**src/verilog/tpu_pkg.sv**
```systemverilog
// ##############################
// TPU custom instruction package
// Sizes, command opcodes, FSM state
// encodings and the lane array type
// ##############################

package tpu_pkg;

  // Operand buffer and command field sizes
  localparam int ADDR_W   = 8;
  localparam int K_W      = 9;
  localparam int ELEM_W   = 8;
  localparam int ACC_W    = 32;
  localparam int LANES    = 4;
  localparam int LANE_W   = 2;
  localparam int FUNCT7_W = 7;

  // Taken from function_id[9:3]
  typedef enum logic [FUNCT7_W-1:0] {
    OP_WRITE_A = 7'd1,
    OP_WRITE_B = 7'd2,
    OP_COMPUTE = 7'd3,
    OP_READ    = 7'd4
  } opcode_e;

  typedef enum logic [1:0] {
    S_IDLE,
    S_BUSY,
    S_RESP
  } seq_state_e;

  typedef enum logic [1:0] {
    E_IDLE,
    E_FEED,
    E_DRAIN
  } eng_state_e;

  // One accumulator word per PE column
  typedef logic [LANES-1:0][ACC_W-1:0] acc_lanes_t;

endpackage
```
**src/verilog/tpu_ctrl_if.sv**
```systemverilog
// ##############################
// Control interface between the
// sequencer, engine and result store
// ##############################

`timescale 1ns/1ps

interface tpu_ctrl_if import tpu_pkg::*; ();

  logic             start;
  logic [K_W-1:0]   k_len;
  logic             done;
  logic [LANE_W-1:0] lane;
  logic [ACC_W-1:0] lane_value;

  modport seq    (output start, output k_len, output lane,
                  input done, input lane_value);

  modport engine (input start, input k_len, output done);

  modport store  (input done, input lane, output lane_value);

endinterface

```
**src/verilog/result_store.sv**
```systemverilog
// ##############################
// Result store
// Holds the four lane sums of the
// last compute and picks one to read
// ##############################

`timescale 1ns/1ps

module result_store
  import tpu_pkg::*;
(
  input  logic       clk,
  input  logic       rst_n,
  input  acc_lanes_t lanes,
  tpu_ctrl_if.store  ctrl
);

  acc_lanes_t lanes_q;

  // Capture on the engine's done pulse only
  always_ff @(posedge clk or negedge rst_n) begin
    if (!rst_n) begin
      lanes_q <= '0;
    end else if (ctrl.done) begin
      lanes_q <= lanes;
    end
  end

  assign ctrl.lane_value = lanes_q[ctrl.lane];

endmodule

```
**src/flat_wrapper.sv**
```systemverilog
// flat-port wrapper written by rule: the top's interface ports become plain ports
module result_store_flat import tpu_pkg::*;
  (clk, rst_n, lanes, ctrl_done, ctrl_lane, ctrl_lane_value);
  tpu_ctrl_if ctrl_i ();
  input  logic clk;
  input  logic rst_n;
  input  acc_lanes_t lanes;
  input wire logic [$bits(ctrl_i.done)-1:0] ctrl_done;
  input wire logic [$bits(ctrl_i.lane)-1:0] ctrl_lane;
  output wire logic [$bits(ctrl_i.lane_value)-1:0] ctrl_lane_value;
  assign ctrl_i.done = ctrl_done;
  assign ctrl_i.lane = ctrl_lane;
  assign ctrl_lane_value = ctrl_i.lane_value;
  result_store u_core (.clk(clk), .rst_n(rst_n), .lanes(lanes), .ctrl(ctrl_i));
endmodule
```
**config.mk**
```make
export PLATFORM = sky130hd
export DESIGN_NAME = result_store_flat
export DESIGN_NICKNAME = d
export VERILOG_FILES = /design/src/verilog/tpu_pkg.sv /design/src/verilog/tpu_ctrl_if.sv /design/src/verilog/result_store.sv /design/src/flat_wrapper.sv
export SDC_FILE = /design/constraint.sdc
export NUM_CORES = 1
export LEC_CHECK = 0
export BUFFER_PORTS_ARGS = -buffer_cell sky130_fd_sc_hd__buf_4
export CORE_UTILIZATION = 25
export CTS_CLUSTER_DIAMETER = 50
export DETAILED_ROUTE_END_ITERATION = 12
export PLACE_DENSITY = 0.52
export RECOVER_POWER = 100
export SLEW_MARGIN = 20
export SYNTH_ARGS = -nofsm -noshare
export SYNTH_HDL_FRONTEND = slang
export SYNTH_SLANG_ARGS = --single-unit
```
**constraint.sdc**
```tcl
create_clock -name clk -period 2 [get_ports clk]
set_input_delay 0.2 -clock clk [delete_from_list [all_inputs] [get_ports clk]]
set_output_delay 0.2 -clock clk [all_outputs]
set_load 0.02 [all_outputs]
```
# After elaboration in Yosys (flattened, before gate mapping)
# Index checks and enable logic that the tools add are counted.
# op_classes
n_addsub	0
n_mul	0
n_div	0
n_lt_le_gt_ge	1
eq_ne	0
n_shift	0
muxes	2
bitwise_logic	0
reduce_logical	0
# ops
op	count
binary-select mux 32 bit (select 2 bit)	1
two-way mux 32 bit	1
< comparator 2 x 3 -> 1 bit, second input constant	1
# totals
ff_bits	128
latch_bits	0
ram_bits	0
romBits	0
out_inout_bits	32
elab_cells	7
n_memories	0

# Depth between registers and ports, before layout
# Gate-level depths: netlist (run 1).
# logic_depth
word_depth	2
ltp_mapped	3
mapped_depth_nobuf	1

# Worst setup path after synthesis (run 1)
# OpenSTA, ideal clock, no wires.
# synth_path
kind	input to output
startpoint	input ctrl_lane[0]
endpoint	output ctrl_lane_value[10]
arrival_ps	1029
required_ps	1800
slack_ps	771
path_stages	3
path_buffers	2
cell_sequence	buf_6 > buf_12 > mux4_2
# synth_between
elab_chain_len	2
# synth_rtl
item	line_no	text
from (decl)	flat_wrapper.sv:9	input wire logic [$bits(ctrl_i.lane)-1:0] ctrl_lane;
binary-select mux 32 bit (select 2 bit)	result_store.sv:29	assign ctrl.lane_value = lanes_q[ctrl.lane];
two-way mux 32 bit (not written as such)	result_store.sv:29	
to (decl)	flat_wrapper.sv:10	output wire logic [$bits(ctrl_i.lane_value)-1:0] ctrl_lane_value;
# No other way between the ends. The select of a mux whose other input is x is not followed.

# Worst setup path after layout (run 1)
# layout_path
startpoint	register u_core.lanes_q[63] (netlist bit)
endpoint	output ctrl_lane_value[31]
# layout_between
elab_chain_len	2
# layout_rtl
item	line_no	text
from (decl)	result_store.sv:18	acc_lanes_t lanes_q;
from (signal assigned)	result_store.sv:25	lanes_q <= lanes;
binary-select mux 32 bit (select 2 bit)	result_store.sv:29	
two-way mux 32 bit (not written as such)	result_store.sv:29	
# No other way between the ends. The select of a mux whose other input is x is not followed.

==> results.md, run 1 <==
* Clk_lat worst skew at 0.40 ns
* Number of buffers on the longest clock path at 2
* Total length of routed wires at 12700 µm
* Maximum vdd drop at 0.000357 V
* Total I/O pin count at 165
* Net count after synthesis at 442
* Number of warnings issued by yosys at 0
* Startpoint-to-endpoint class of the critical path: flop to output pin
* Data required time at the worst endpoint at 1.80 ns
* Area of the mapped netlist at 0.00556 mm²
* CTS tree: done
* Largest clock skew in the final design at 0 ns
* Count of vias placed by the detailed router at 3417
* Peak Freq at 593 MHz
* Max-slew headroom at the worst pin at 12.4%
* Reported net switching power at 1.78 mW
* Sequential cell area fraction in the yosys report at 57.6%
* Setup slack after layout at 0.314 ns
* Hold Slack at 0.0229 ns
* First-pass GRT wire length at 19700 µm
* Site Rows at 54
* Initial cell density of the core at 25.5%
* Clock sink total at 128
* Detail Placement HPWL at 8560 µm
* Worst min-delay path startpoint: lanes[126]
* DRC at 0
* Launching element type of the critical path: flop
* Final sum of negative setup slack at 0 ns
* Ratio of cells with drive above 1 in the final layout at 63.5%
* Vertical die dimension at 151 µm
* Async SR Flop Fraction at 100%
* Number of cells on the worst reg-to-reg path at 1
* Dominant register cell in the synthesized netlist: sky130_fd_sc_hd__dfrtp_1
* P_int at 5.30 mW
* Final Max Tran Viols at 0
* Die Wd at 151 µm
* Worst hold path type: input port to flop
* Top register by number of flip-flops: u_core.lanes_q
* Fin crit share at 84.3%
* Iteration-0 DRC Markers at 56
* Post-synth EDFFs at 0
* Leading cell types by count after synthesis: sky130_fd_sc_hd__dfrtp_1, sky130_fd_sc_hd__mux2_2, sky130_fd_sc_hd__mux4_2
* Power per unit of standard cell area at 915 mW/mm²
* GRT Overall Usage at 11.7%
* Combinational share of power at 15.0%
* Maximum level of the CTS H-tree at 4
* Avg Vias per Cell at 4.30
* Worst r2r dst: u_core.lanes_q[89]
* Inserted Clock Buffers at 17
* Number of hold-slack violations in the final timing report at 0
* ANT nets after route at 0
* Area taken by multi-input logic gates at 0.00217 mm²
* Floorplan core area at 0.0218 mm²
* Seq. cell area at 0.00320 mm²
* Critical-path maximum fanout at 2
* Sequential share of power at 42.0%
* Cell chosen for the clock root: sky130_fd_sc_hd__clkbuf_16
* Detailed-router iteration count before antenna repair at 4
* Run status: complete, no violations
* Placer Congestion at 0.700
* Cell type contributing the most total cell area after synthesis: sky130_fd_sc_hd__dfrtp_1
* Filler instances at 2135
* Yosys reg bits at 128
* Start of the worst register-to-register path: u_core.lanes_q[89]
* Number of max-capacitance violations reported at 0
* Gr ovfl total at 0
* Input/output buffers at 164
* Initial antenna violation count at 1
* Area Growth Syn to Fin at 39.2%
* Post CTS Setup Buffer Count at 0
* # nets final at 633
* Top flop regs: u_core.lanes_q x128
* FF-to-FF setup slack at 1.22 ns
* Area share of the largest cell type after synthesis at 57.6%
* Maximum number of pins on one net before global-route repair at 77
* Worst-case hold path end point: u_core.lanes_q[126]
* Switching power share of the total at 25.1%
* Setup crit end kind: output pin
* Distinct cell type count of the synthesized netlist at 8
* Vias in the first global route at 3737
* Worst Setup Slack post-DPL at 0.419 ns
* Total setup violations reported at the end of the flow at 0
* Post-synthesis average cell area at 18.0 µm²
* Syn Inst Count at 309
* Instance count along the most critical hold path at 2
* Post-DR wirelength/cell at 16.0 µm
* Transition time of the tightest slew-check pin at 1.31 ns
* Area of the die at 0.0228 mm²
* Clock transition at the registers of the reported paths at 0.06 ns
* Largest register FFs at 128
* Clock share of power at 43.0%
* Leak Pwr at 3.30 nW
* Unrepaired setup endpoints after global routing: false
* Largest cells by area after synthesis: sky130_fd_sc_hd__dfrtp_1, sky130_fd_sc_hd__mux2_2, sky130_fd_sc_hd__mux4_2
* Arrival time of the worst setup path at 1.49 ns
* Post-layout min period at 1.69 ns
-- layout by cell type, fill, tap and decap left out, types with 3 or more instances in the layout --
| master | synthesis | final |
|---|---|---|
| sky130_fd_sc_hd__dfrtp_1 | 128 | 128 |
| sky130_fd_sc_hd__clkbuf_16 | 0 | 17 |
| sky130_fd_sc_hd__buf_4 | 11 | 130 |
| sky130_fd_sc_hd__clkbuf_8 | 0 | 3 |
| sky130_fd_sc_hd__mux2_2 | 128 | 128 |
| sky130_fd_sc_hd__mux4_2 | 30 | 30 |
| sky130_fd_sc_hd__inv_6 | 0 | 5 |
| sky130_fd_sc_hd__dlygate4sd3_1 | 0 | 24 |
| sky130_fd_sc_hd__clkinvlp_4 | 0 | 3 |
| sky130_fd_sc_hd__buf_12 | 3 | 3 |
| sky130_fd_sc_hd__clkbuf_1 | 0 | 33 |
| sky130_fd_sc_hd__clkinv_4 | 0 | 3 |
-- stage by stage --
step,power [mW],utilization [%],instances,area (µm²)
after floorplan,3.64,-,309,5560
after global placement,4.12,32.3,737,7050
after detailed placement,4.16,32.3,737,7050
after CTS,7.32,35.9,788,7830
after global routing,7.44,35.4,793,7730
final,7.08,35.4,794,7730
-- cell type report --
class / instances / area share (%)
timing repair buffer: 193 / 18.3
clock buffer: 20 / 6.04
clock inverter: 12 / 1.59
tap: 280 / 4.53
antenna: 1 / 0.0324
multi-input combinational: 160 / 28.1
sequential: 128 / 41.4
-- cell families after synthesis --
family,after synthesis,synth area share (%)
buffers and inverters,21,3.31
flip-flops,128,57.6
multiplexers,160,39.0
-- per-layer routing --
layer  routed length, µm  global-route usage [%]
met5                   0                       0
met4                 170                    4.80
met3                 831                    4.07
met2                6330                    19.2
met1                5350                    13.8
-- power by group through the flow --
stage	combinational (mW)	clock (mW)	sequential, mW
floorplan	0.666	0	2.97
global placement	1.12	0	3.01
detailed placement	1.13	0	3.02
CTS	1.17	3.18	2.98
global route	1.15	3.28	3.01
finish	1.06	3.04	2.97
-- worst max path at each step --
stage                              from                   to  slack (ns)
CTS                  u_core.lanes_q[63]  ctrl_lane_value[31]        0.31
floorplan                  ctrl_lane[0]  ctrl_lane_value[10]        0.77
global placement           ctrl_lane[0]  ctrl_lane_value[31]        0.41
detailed placement         ctrl_lane[0]   ctrl_lane_value[0]        0.42
finish               u_core.lanes_q[63]  ctrl_lane_value[31]        0.31
global route        u_core.lanes_q[103]   ctrl_lane_value[7]        0.26
-- what timing repair did --
item / 4_1_cts / 5_1_grt
hold buffers: 19 / 5
hold endpoints to repair: 54 / 5
resized for setup: 0 / 0
-- critical path, stage by stage, from the launching register on --
cell and delay, ns:
sky130_fd_sc_hd__dfrtp_1 0.38, sky130_fd_sc_hd__mux4_1 0.51, sky130_fd_sc_hd__clkbuf_1 0.19
No activity file was read; power rests on OpenSTA's default activity.
==> run 2, diff against run 1 <==
==> constraint.sdc (replaced) <==
create_clock -name clk -period 1.71 [get_ports clk]
set_input_delay 0.171 -clock clk [delete_from_list [all_inputs] [get_ports clk]]
set_output_delay 0.171 -clock clk [all_outputs]
set_load 0.02 [all_outputs]
==> run 2 against run 1 <==
Against the previous run:
- utilization rose by 5.3 points
- hold slack better by 0.0091 ns
- register-to-register slack got worse by 0.29 ns
- clock power grew 23%
- sequential power is 17% higher
- sequential share of layout area shrank 5.4 points
- highest routed layer unchanged
- via count up 11%
- critical path depth did not move
- critical endpoint unchanged
- clock skew is the same
- global-route usage grew 1.1 points
- largest power group unchanged
- flip-flop and latch count stayed put
- clock-buffer cell count is the same
==> results.md, run 2 (synthesized netlist as in run 1, its figures left out) <==
* Ratio of cells with drive above 1 in the final layout at 58.1% (was 63.5%)
* Filler instances at 2001 (was 2135)
* Longest individual stage delay on the worst path at 0.51 ns (about the same)
* Unrepaired setup endpoints after global routing: false (unchanged)
* Data required time at the worst endpoint at 1.54 ns (was 1.80 ns)
* ANT nets after route at 0 (unchanged)
* GRT Overall Usage at 12.8% (was 11.7%)
* Area taken by multi-input logic gates at 0.00217 mm² (unchanged)
* Leak Pwr at 3.85 nW (was 3.30 nW)
* Placer Congestion at 0.689 (was 0.700)
* Input/output buffers at 164 (unchanged)
* Busiest grt layer: met2 (unchanged)
* Critical-path maximum fanout at 2 (unchanged)
* DRC at 0 (unchanged)
* Startpoint-to-endpoint class of the critical path: flop to output pin (unchanged)
* Run status: complete, no violations (unchanged)
* Vias in the first global route at 4249 (was 3737)
* Critical-path top delay cell: sky130_fd_sc_hd__mux4_1 (unchanged)
* Count of vias placed by the detailed router at 3800 (was 3417)
* Chain of cells forming the critical path: mux4_1 > buf_4 (was mux4_1 > clkbuf_1)
* Transition time of the tightest slew-check pin at 0.914 ns (was 1.31 ns)
* CTS tree: done (unchanged)
* Maximum vdd drop at 0.000480 V (was 0.000357 V)
* Cell chosen for the clock root: sky130_fd_sc_hd__clkbuf_16 (unchanged)
* Peak Freq at 607 MHz
* Hold Slack at 0.0319 ns (was 0.0229 ns)
* Iteration-0 DRC Markers at 74 (was 56)
* Fraction of met2 tracks used by global routing at 21.9% (was 19.2%)
* Seq. cell area at 0.00320 mm² (unchanged)
* Launching element type of the critical path: flop (unchanged)
* Fraction of the core area covered by cells at the end of the flow at 40.7% (was 35.4%)
* Clock sink total at 128 (unchanged)
* Final sum of negative setup slack at 0 ns (unchanged)
* Initial cell density of the core at 25.5% (unchanged)
* Arrival time of the worst setup path at 1.48 ns (was 1.49 ns)
* Critical path buffers and inverters at 1 (unchanged)
* Post-layout min period at 1.65 ns
* Design Area, Final at 0.00888 mm² (was 0.00773 mm²)
* Final Max Tran Viols at 0 (unchanged)
* Number of max-capacitance violations reported at 0 (unchanged)
* Total length of routed wires at 13500 µm (was 12700 µm)
* Clk_lat worst skew at 0.41 ns (was 0.40 ns)
* Inserted Clock Buffers at 17 (unchanged)
* Floorplan core area at 0.0218 mm² (unchanged)
* Largest register FFs at 128 (unchanged)
* Post-DR wirelength/cell at 15.0 µm (was 16.0 µm)
* Avg Vias per Cell at 4.22 (was 4.30)
* Top flop regs: u_core.lanes_q x128 (unchanged)
* Maximum level of the CTS H-tree at 4 (unchanged)
* Maximum number of pins on one net before global-route repair at 63 (was 77)
* # nets final at 740 (was 633)
* Instance area after placement at 0.00709 mm² (was 0.00705 mm²)
* Initial antenna violation count at 0 (was 1)
* Detailed-router iteration count before antenna repair at 3 (was 4)
* Global routing met1 resource utilization at 14.7% (was 13.8%)
* Total setup violations reported at the end of the flow at 0 (unchanged)
* GRT met3 Usage at 3.80% (was 4.07%)
* Vertical die dimension at 151 µm (unchanged)
* First-pass GRT wire length at 21800 µm (was 19700 µm)
* Detail Placement HPWL at 8830 µm (was 8560 µm)
* Most frequent cells in the layout: sky130_fd_sc_hd__mux2_2, sky130_fd_sc_hd__dlygate4sd3_1, sky130_fd_sc_hd__dfrtp_1 (was sky130_fd_sc_hd__buf_4, sky130_fd_sc_hd__mux2_2, sky130_fd_sc_hd__dfrtp_1)
* Top register by number of flip-flops: u_core.lanes_q (unchanged)
* Number of buffers on the longest clock path at 2 (unchanged)
* Setup crit end kind: output pin (unchanged)
* Area of the die at 0.0228 mm² (unchanged)
* Post-CTS sizing at 0 (unchanged)
* Antenna diode count at 0 (was 1)
* Worst hold path type: input port to flop (unchanged)
* Area Growth Syn to Fin at 59.8% (was 39.2%)
* Clock transition at the registers of the reported paths at 0.06 ns (about the same)
* Site Rows at 54 (unchanged)
* Final Total Pwr at 8.70 mW (was 7.08 mW)
* Total I/O pin count at 165 (unchanged)
* Largest clock skew in the final design at 0 ns (unchanged)
* Max-slew headroom at the worst pin at 39.1% (was 12.4%)
* Gr ovfl total at 0 (unchanged)
* Crit-path leading delay family: multiplexers (unchanged)
* Number of hold-slack violations in the final timing report at 0 (unchanged)
* Power per unit of standard cell area at 979 mW/mm² (was 915 mW/mm²)
* Fin crit share at 96.3%
* Die Wd at 151 µm (unchanged)
==> run 2: layout make-up <==
class	count	area share [%]
Clock buffer	20	5.14
Clock inverter	12	1.78
Multi-Input combinational cell	160	24.4
Sequential cell	128	36.1
Tap cell	280	3.95
Timing Repair Buffer	300	28.6
==> run 2: timing repair <==
item	4_1_cts	5_1_grt
buffers inserted	0	0
hold buffers	128	0
hold endpoints to repair	154	0
==> run 2: where the power goes <==
group          leakage [nW]  switching (mW)  internal (mW)  total (mW)
Combinational          2.06           0.566          0.906        1.47
Clock                 0.293            1.36           2.38        3.74
Sequential             1.50           0.149           3.33        3.48
==> run 2: path summary, 6_finish.rpt <==
path | start | to | slack, ns | depth (start not counted)
max in group asynchronous | rst_n | u_core.lanes_q[19] | 0.38 | 3
setup reg to reg | u_core.lanes_q[5] | u_core.lanes_q[5] | 0.93 | 1
setup / recovery | u_core.lanes_q[63] | ctrl_lane_value[31] | 0.06 | 2
hold / removal | lanes[116] | u_core.lanes_q[116] | 0.03 | 2
min in group asynchronous | rst_n | u_core.lanes_q[95] | 0.37 | 2
hold reg to reg | u_core.lanes_q[119] | u_core.lanes_q[119] | 0.50 | 1
==> run 2: per-layer routing <==
metal	routed length (µm)	vias to the layer above
met4	205	0
met3	670	14
li1	-	1760
met2	6920	100
met5	0	-
met1	5670	1926
==> run 2: through the flow <==
step / worst slack, ns / cells
finish: 0.0627 / 900
global route: 0.0155 / 900
CTS: 0.0297 / 900
detailed placement: 0.283 / 740
global placement: 0.298 / 740
floorplan: 0.539 / 309
==> run 3, diff against run 2 <==
--- a/config.mk
+++ b/config.mk
@@ -5,11 +5,12 @@
 export SDC_FILE = /design/constraint.sdc
 export NUM_CORES = 1
 export LEC_CHECK = 0
+export ABC_AREA = 1
 export BUFFER_PORTS_ARGS = -buffer_cell sky130_fd_sc_hd__buf_4
 export CORE_UTILIZATION = 25
 export CTS_CLUSTER_DIAMETER = 50
 export DETAILED_ROUTE_END_ITERATION = 12
-export PLACE_DENSITY = 0.52
+export PLACE_DENSITY = 0.51
 export RECOVER_POWER = 100
 export SLEW_MARGIN = 20
 export SYNTH_ARGS = -nofsm -noshare
==> run 3 against run 2 <==
Against the previous run:
- maximum frequency is 11% higher
- setup slack better by 0.17 ns
- non-clock buffer count is 10 higher
- clock-buffer cell count is 2 lower
- clock skew stayed put
- die area is 13% higher
- largest cell class unchanged
- highest routed layer unchanged
==> results.md, run 3 <==
* CTS tree: done (unchanged)
* Yosys reg bits at 128 (unchanged)
* Total length of routed wires at 18900 µm (was 13500 µm)
* First element of the critical path: u_core.lanes_q[112] (was u_core.lanes_q[63])
* Critical path buffers and inverters at 2 (was 1)
* Post-DR wirelength/cell at 13.5 µm (was 15.0 µm)
* Setup slack after layout at 0.229 ns (was 0.0627 ns)
* Detail Placement HPWL at 12700 µm (was 8830 µm)
* GRT Overall Usage at 15.5% (was 12.8%)
* Worst hold path type: input port to asynchronous set/reset pin (was input port to flop)
* Inserted Clock Buffers at 17 (unchanged)
* Vias in the first global route at 6061 (was 4249)
* Async SR Flop Fraction at 100% (unchanged)
* Leading cell types by count after synthesis: sky130_fd_sc_hd__nand2_1, sky130_fd_sc_hd__inv_1, sky130_fd_sc_hd__dfrtp_1 (was sky130_fd_sc_hd__dfrtp_1, sky130_fd_sc_hd__mux2_2, sky130_fd_sc_hd__mux4_2)
* Site Rows at 57 (was 54)
* Net count after synthesis at 919 (was 442)
* Vertical die dimension at 161 µm (was 151 µm)
* Clk_lat worst skew at 0.41 ns (about the same)
* Critical path's most frequent cell: sky130_fd_sc_hd__nand2_1
* Area Growth Syn to Fin at 51.8% (was 59.8%)
* # nets final at 1200 (was 740)
* Power per unit of standard cell area at 923 mW/mm² (was 979 mW/mm²)
* ANT nets after route at 0 (unchanged)
* Distinct cell type count of the synthesized netlist at 14 (was 8)
* Unrepaired setup endpoints after global routing: false (unchanged)
* Post CTS Setup Buffer Count at 0 (unchanged)
* Post-synth EDFFs at 0 (unchanged)
* Antenna diode count at 0 (unchanged)
* Ratio of cells with drive above 1 in the final layout at 21.0% (was 58.1%)
* Clock transition at the registers of the reported paths at 0.06 ns (about the same)
* Number of hold-slack violations in the final timing report at 0 (unchanged)
* Iteration-0 DRC Markers at 232 (was 74)
* Critical-path top delay cell: sky130_fd_sc_hd__dfrtp_1 (was sky130_fd_sc_hd__mux4_1)
* Largest cells by area after synthesis: sky130_fd_sc_hd__dfrtp_1, sky130_fd_sc_hd__nand2_1, sky130_fd_sc_hd__inv_1 (was sky130_fd_sc_hd__dfrtp_1, sky130_fd_sc_hd__mux2_2, sky130_fd_sc_hd__mux4_2)
* Initial cell density of the core at 25.7% (was 25.5%)
* Post-layout min period at 1.48 ns (was 1.65 ns)
* Clock sink total at 128 (unchanged)
* Maximum vdd drop at 0.000456 V (was 0.000480 V)
* Startpoint-to-endpoint class of the critical path: flop to output pin (unchanged)
* Detailed-router iteration count before antenna repair at 4 (was 3)
* Setup crit end kind: output pin (unchanged)
* Seq. cell area at 0.00320 mm² (unchanged)
* Largest register FFs at 128 (unchanged)
* Max-slew headroom at the worst pin at 27.3% (was 39.1%)
* Number of warnings issued by yosys at 0 (unchanged)
* Sequential cell area fraction in the yosys report at 51.0% (was 57.6%)
* Cell type contributing the most total cell area after synthesis: sky130_fd_sc_hd__dfrtp_1 (unchanged)
* Worst Setup Slack post-DPL at 0.449 ns (was 0.283 ns)
* Number of buffers on the longest clock path at 2 (unchanged)
* Initial antenna violation count at 0 (unchanged)
* Largest clock skew in the final design at 0 ns (unchanged)
* Run status: complete, no violations (unchanged)
* Area share of the largest cell type after synthesis at 51.0% (was 57.6%)
* Design Area, Final at 0.00954 mm² (was 0.00888 mm²)
* Start of the worst register-to-register path: u_core.lanes_q[12] (was u_core.lanes_q[5])
* Dominant register cell in the synthesized netlist: sky130_fd_sc_hd__dfrtp_1 (unchanged)
* Area of the mapped netlist at 0.00629 mm² (was 0.00556 mm²)
* Critical-path maximum fanout at 2 (unchanged)
* Final sum of negative setup slack at 0 ns (unchanged)
* Total setup violations reported at the end of the flow at 0 (unchanged)
* Avg Vias per Cell at 4.15 (was 4.22)
* Peak Freq at 675 MHz (was 607 MHz)
* Chain of cells forming the critical path: inv_1 > nand2_1 > nand3_1 > nand2_1 > clkbuf_1 (was mux4_1 > buf_4)
* Placer Congestion at 0.816 (was 0.689)
* Maximum number of pins on one net before global-route repair at 52 (was 63)
* Maximum level of the CTS H-tree at 4 (unchanged)
* Longest individual stage delay on the worst path at 0.34 ns (was 0.51 ns)
* DRC at 0 (unchanged)
* Post-synthesis average cell area at 8.00 µm² (was 18.0 µm²)
* Floorplan core area at 0.0245 mm² (was 0.0218 mm²)
* Area taken by multi-input logic gates at 0.00219 mm² (was 0.00217 mm²)
* Data required time at the worst endpoint at 1.54 ns (about the same)
* Die Wd at 161 µm (was 151 µm)
* Syn Inst Count at 786 (was 309)
* First-pass GRT wire length at 31200 µm (was 21800 µm)
* Transition time of the tightest slew-check pin at 1.09 ns (was 0.914 ns)
* Gr ovfl total at 0 (unchanged)
* Total I/O pin count at 165 (unchanged)
* Final Max Tran Viols at 0 (unchanged)
* Most frequent cell after synthesis: sky130_fd_sc_hd__nand2_1
* Input/output buffers at 164 (unchanged)
* Cell chosen for the clock root: sky130_fd_sc_hd__clkbuf_16 (unchanged)
* Most frequent cells in the layout: sky130_fd_sc_hd__nand2_1, sky130_fd_sc_hd__buf_4, sky130_fd_sc_hd__inv_1, sky130_fd_sc_hd__dlygate4sd3_1, sky130_fd_sc_hd__dfrtp_1 (was sky130_fd_sc_hd__mux2_2, sky130_fd_sc_hd__dlygate4sd3_1, sky130_fd_sc_hd__dfrtp_1)
* Instance area after placement at 0.00787 mm² (was 0.00709 mm²)
* Post-CTS sizing at 0 (unchanged)
* Launching element type of the critical path: flop (unchanged)
* Count of vias placed by the detailed router at 5825 (was 3800)
* Top flop regs: u_core.lanes_q x128 (unchanged)
* Filler instances at 2507 (was 2001)
* Number of max-capacitance violations reported at 0 (unchanged)
* Crit-path leading delay family: flip-flops (was multiplexers)
* Arrival time of the worst setup path at 1.31 ns (was 1.48 ns)
* Leak Pwr at 4.84 nW (was 3.85 nW)
* Area of the die at 0.0258 mm² (was 0.0228 mm²)
* Fin crit share at 86.6% (was 96.3%)
* Most common library cell in the layout ignoring fill and taps: sky130_fd_sc_hd__nand2_1
* Top register by number of flip-flops: u_core.lanes_q (unchanged)
run 3: changes by cell type after synthesis, sizes merged:
| cell | previous run | this run |
|---|---|---|
| mux4 | 32 | 0 |
| o21ai | 0 | 128 |
| inv | 0 | 130 |
| mux2 | 128 | 0 |
| nand3 | 0 | 64 |
| nand2 | 0 | 288 |
| clkbuf | 0 | 20 |
| buf | 21 | 28 |
run 3: layout make-up:
class | count | share of cell area, %
multi-input cells | 480 | 23.0
clock inverters | 14 | 1.89
clock buffers | 18 | 4.60
inverters | 130 | 5.12
repair buffers | 310 | 27.6
well taps | 324 | 4.25
flip-flops and latches | 128 | 33.6
run 3: stage by stage:
step | power [mW] | hold slack (ns) | instances | utilization, %
2_1_floorplan | 4.23 | -0.125 | 786 | -
3_3_place_gp | 4.90 | 0.0638 | 1243 | 32.2
3_5_place_dp | 4.91 | 0.0652 | 1243 | 32.2
4_1_cts | 9.06 | 0.179 | 1404 | 40.0
5_1_grt | 9.28 | 0.401 | 1404 | 39.0
6_report | 8.81 | 0.346 | 1404 | 39.0
run 3: worst paths after layout:
kind / to / slack, ns / cells after the start
max: ctrl_lane_value[16] / 0.23 / 5
max reg2reg: u_core.lanes_q[12] / 1.04 / 2
min reg2reg: u_core.lanes_q[86] / 0.49 / 2
min in group clk: u_core.lanes_q[119] / 0.49 / 4
min: u_core.lanes_q[31] / 0.35 / 2
max in group asynchronous: u_core.lanes_q[119] / 0.47 / 3
run 3: cell families after synthesis:
family / synth area share, %
AOI/OAI and AO/OA: 12.6
buffers and inverters: 12.6
DFF: 51.0
and+or+nand+nor: 23.9
run 3: routing by layer:
| layer | wire length, µm | up-vias | GRT usage [%] |
|---|---|---|---|
| li1 | - | 2957 | - |
| met2 | 8870 | 126 | 25.7 |
| met3 | 621 | 19 | 3.00 |
| met4 | 280 | 0 | 5.32 |
| met5 | 0 | - | 0 |
| met1 | 9130 | 2723 | 20.1 |
run 3: timing repair:
| action | 4_1_cts | 5_1_grt |
|---|---|---|
| endpoints found under the setup margin | 0 | 0 |
| hold endpoints to repair | 256 | 0 |
| hold buffers | 129 | 0 |
run 3: power by group:
group          total (mW)  switching (mW)  internal (mW)  leakage (nW)
Sequential           3.36          0.0663           3.30          1.55
Combinational        1.60           0.888          0.710          2.98
Clock                3.85            1.49           2.36         0.298
Total                8.81            2.45           6.36          4.84
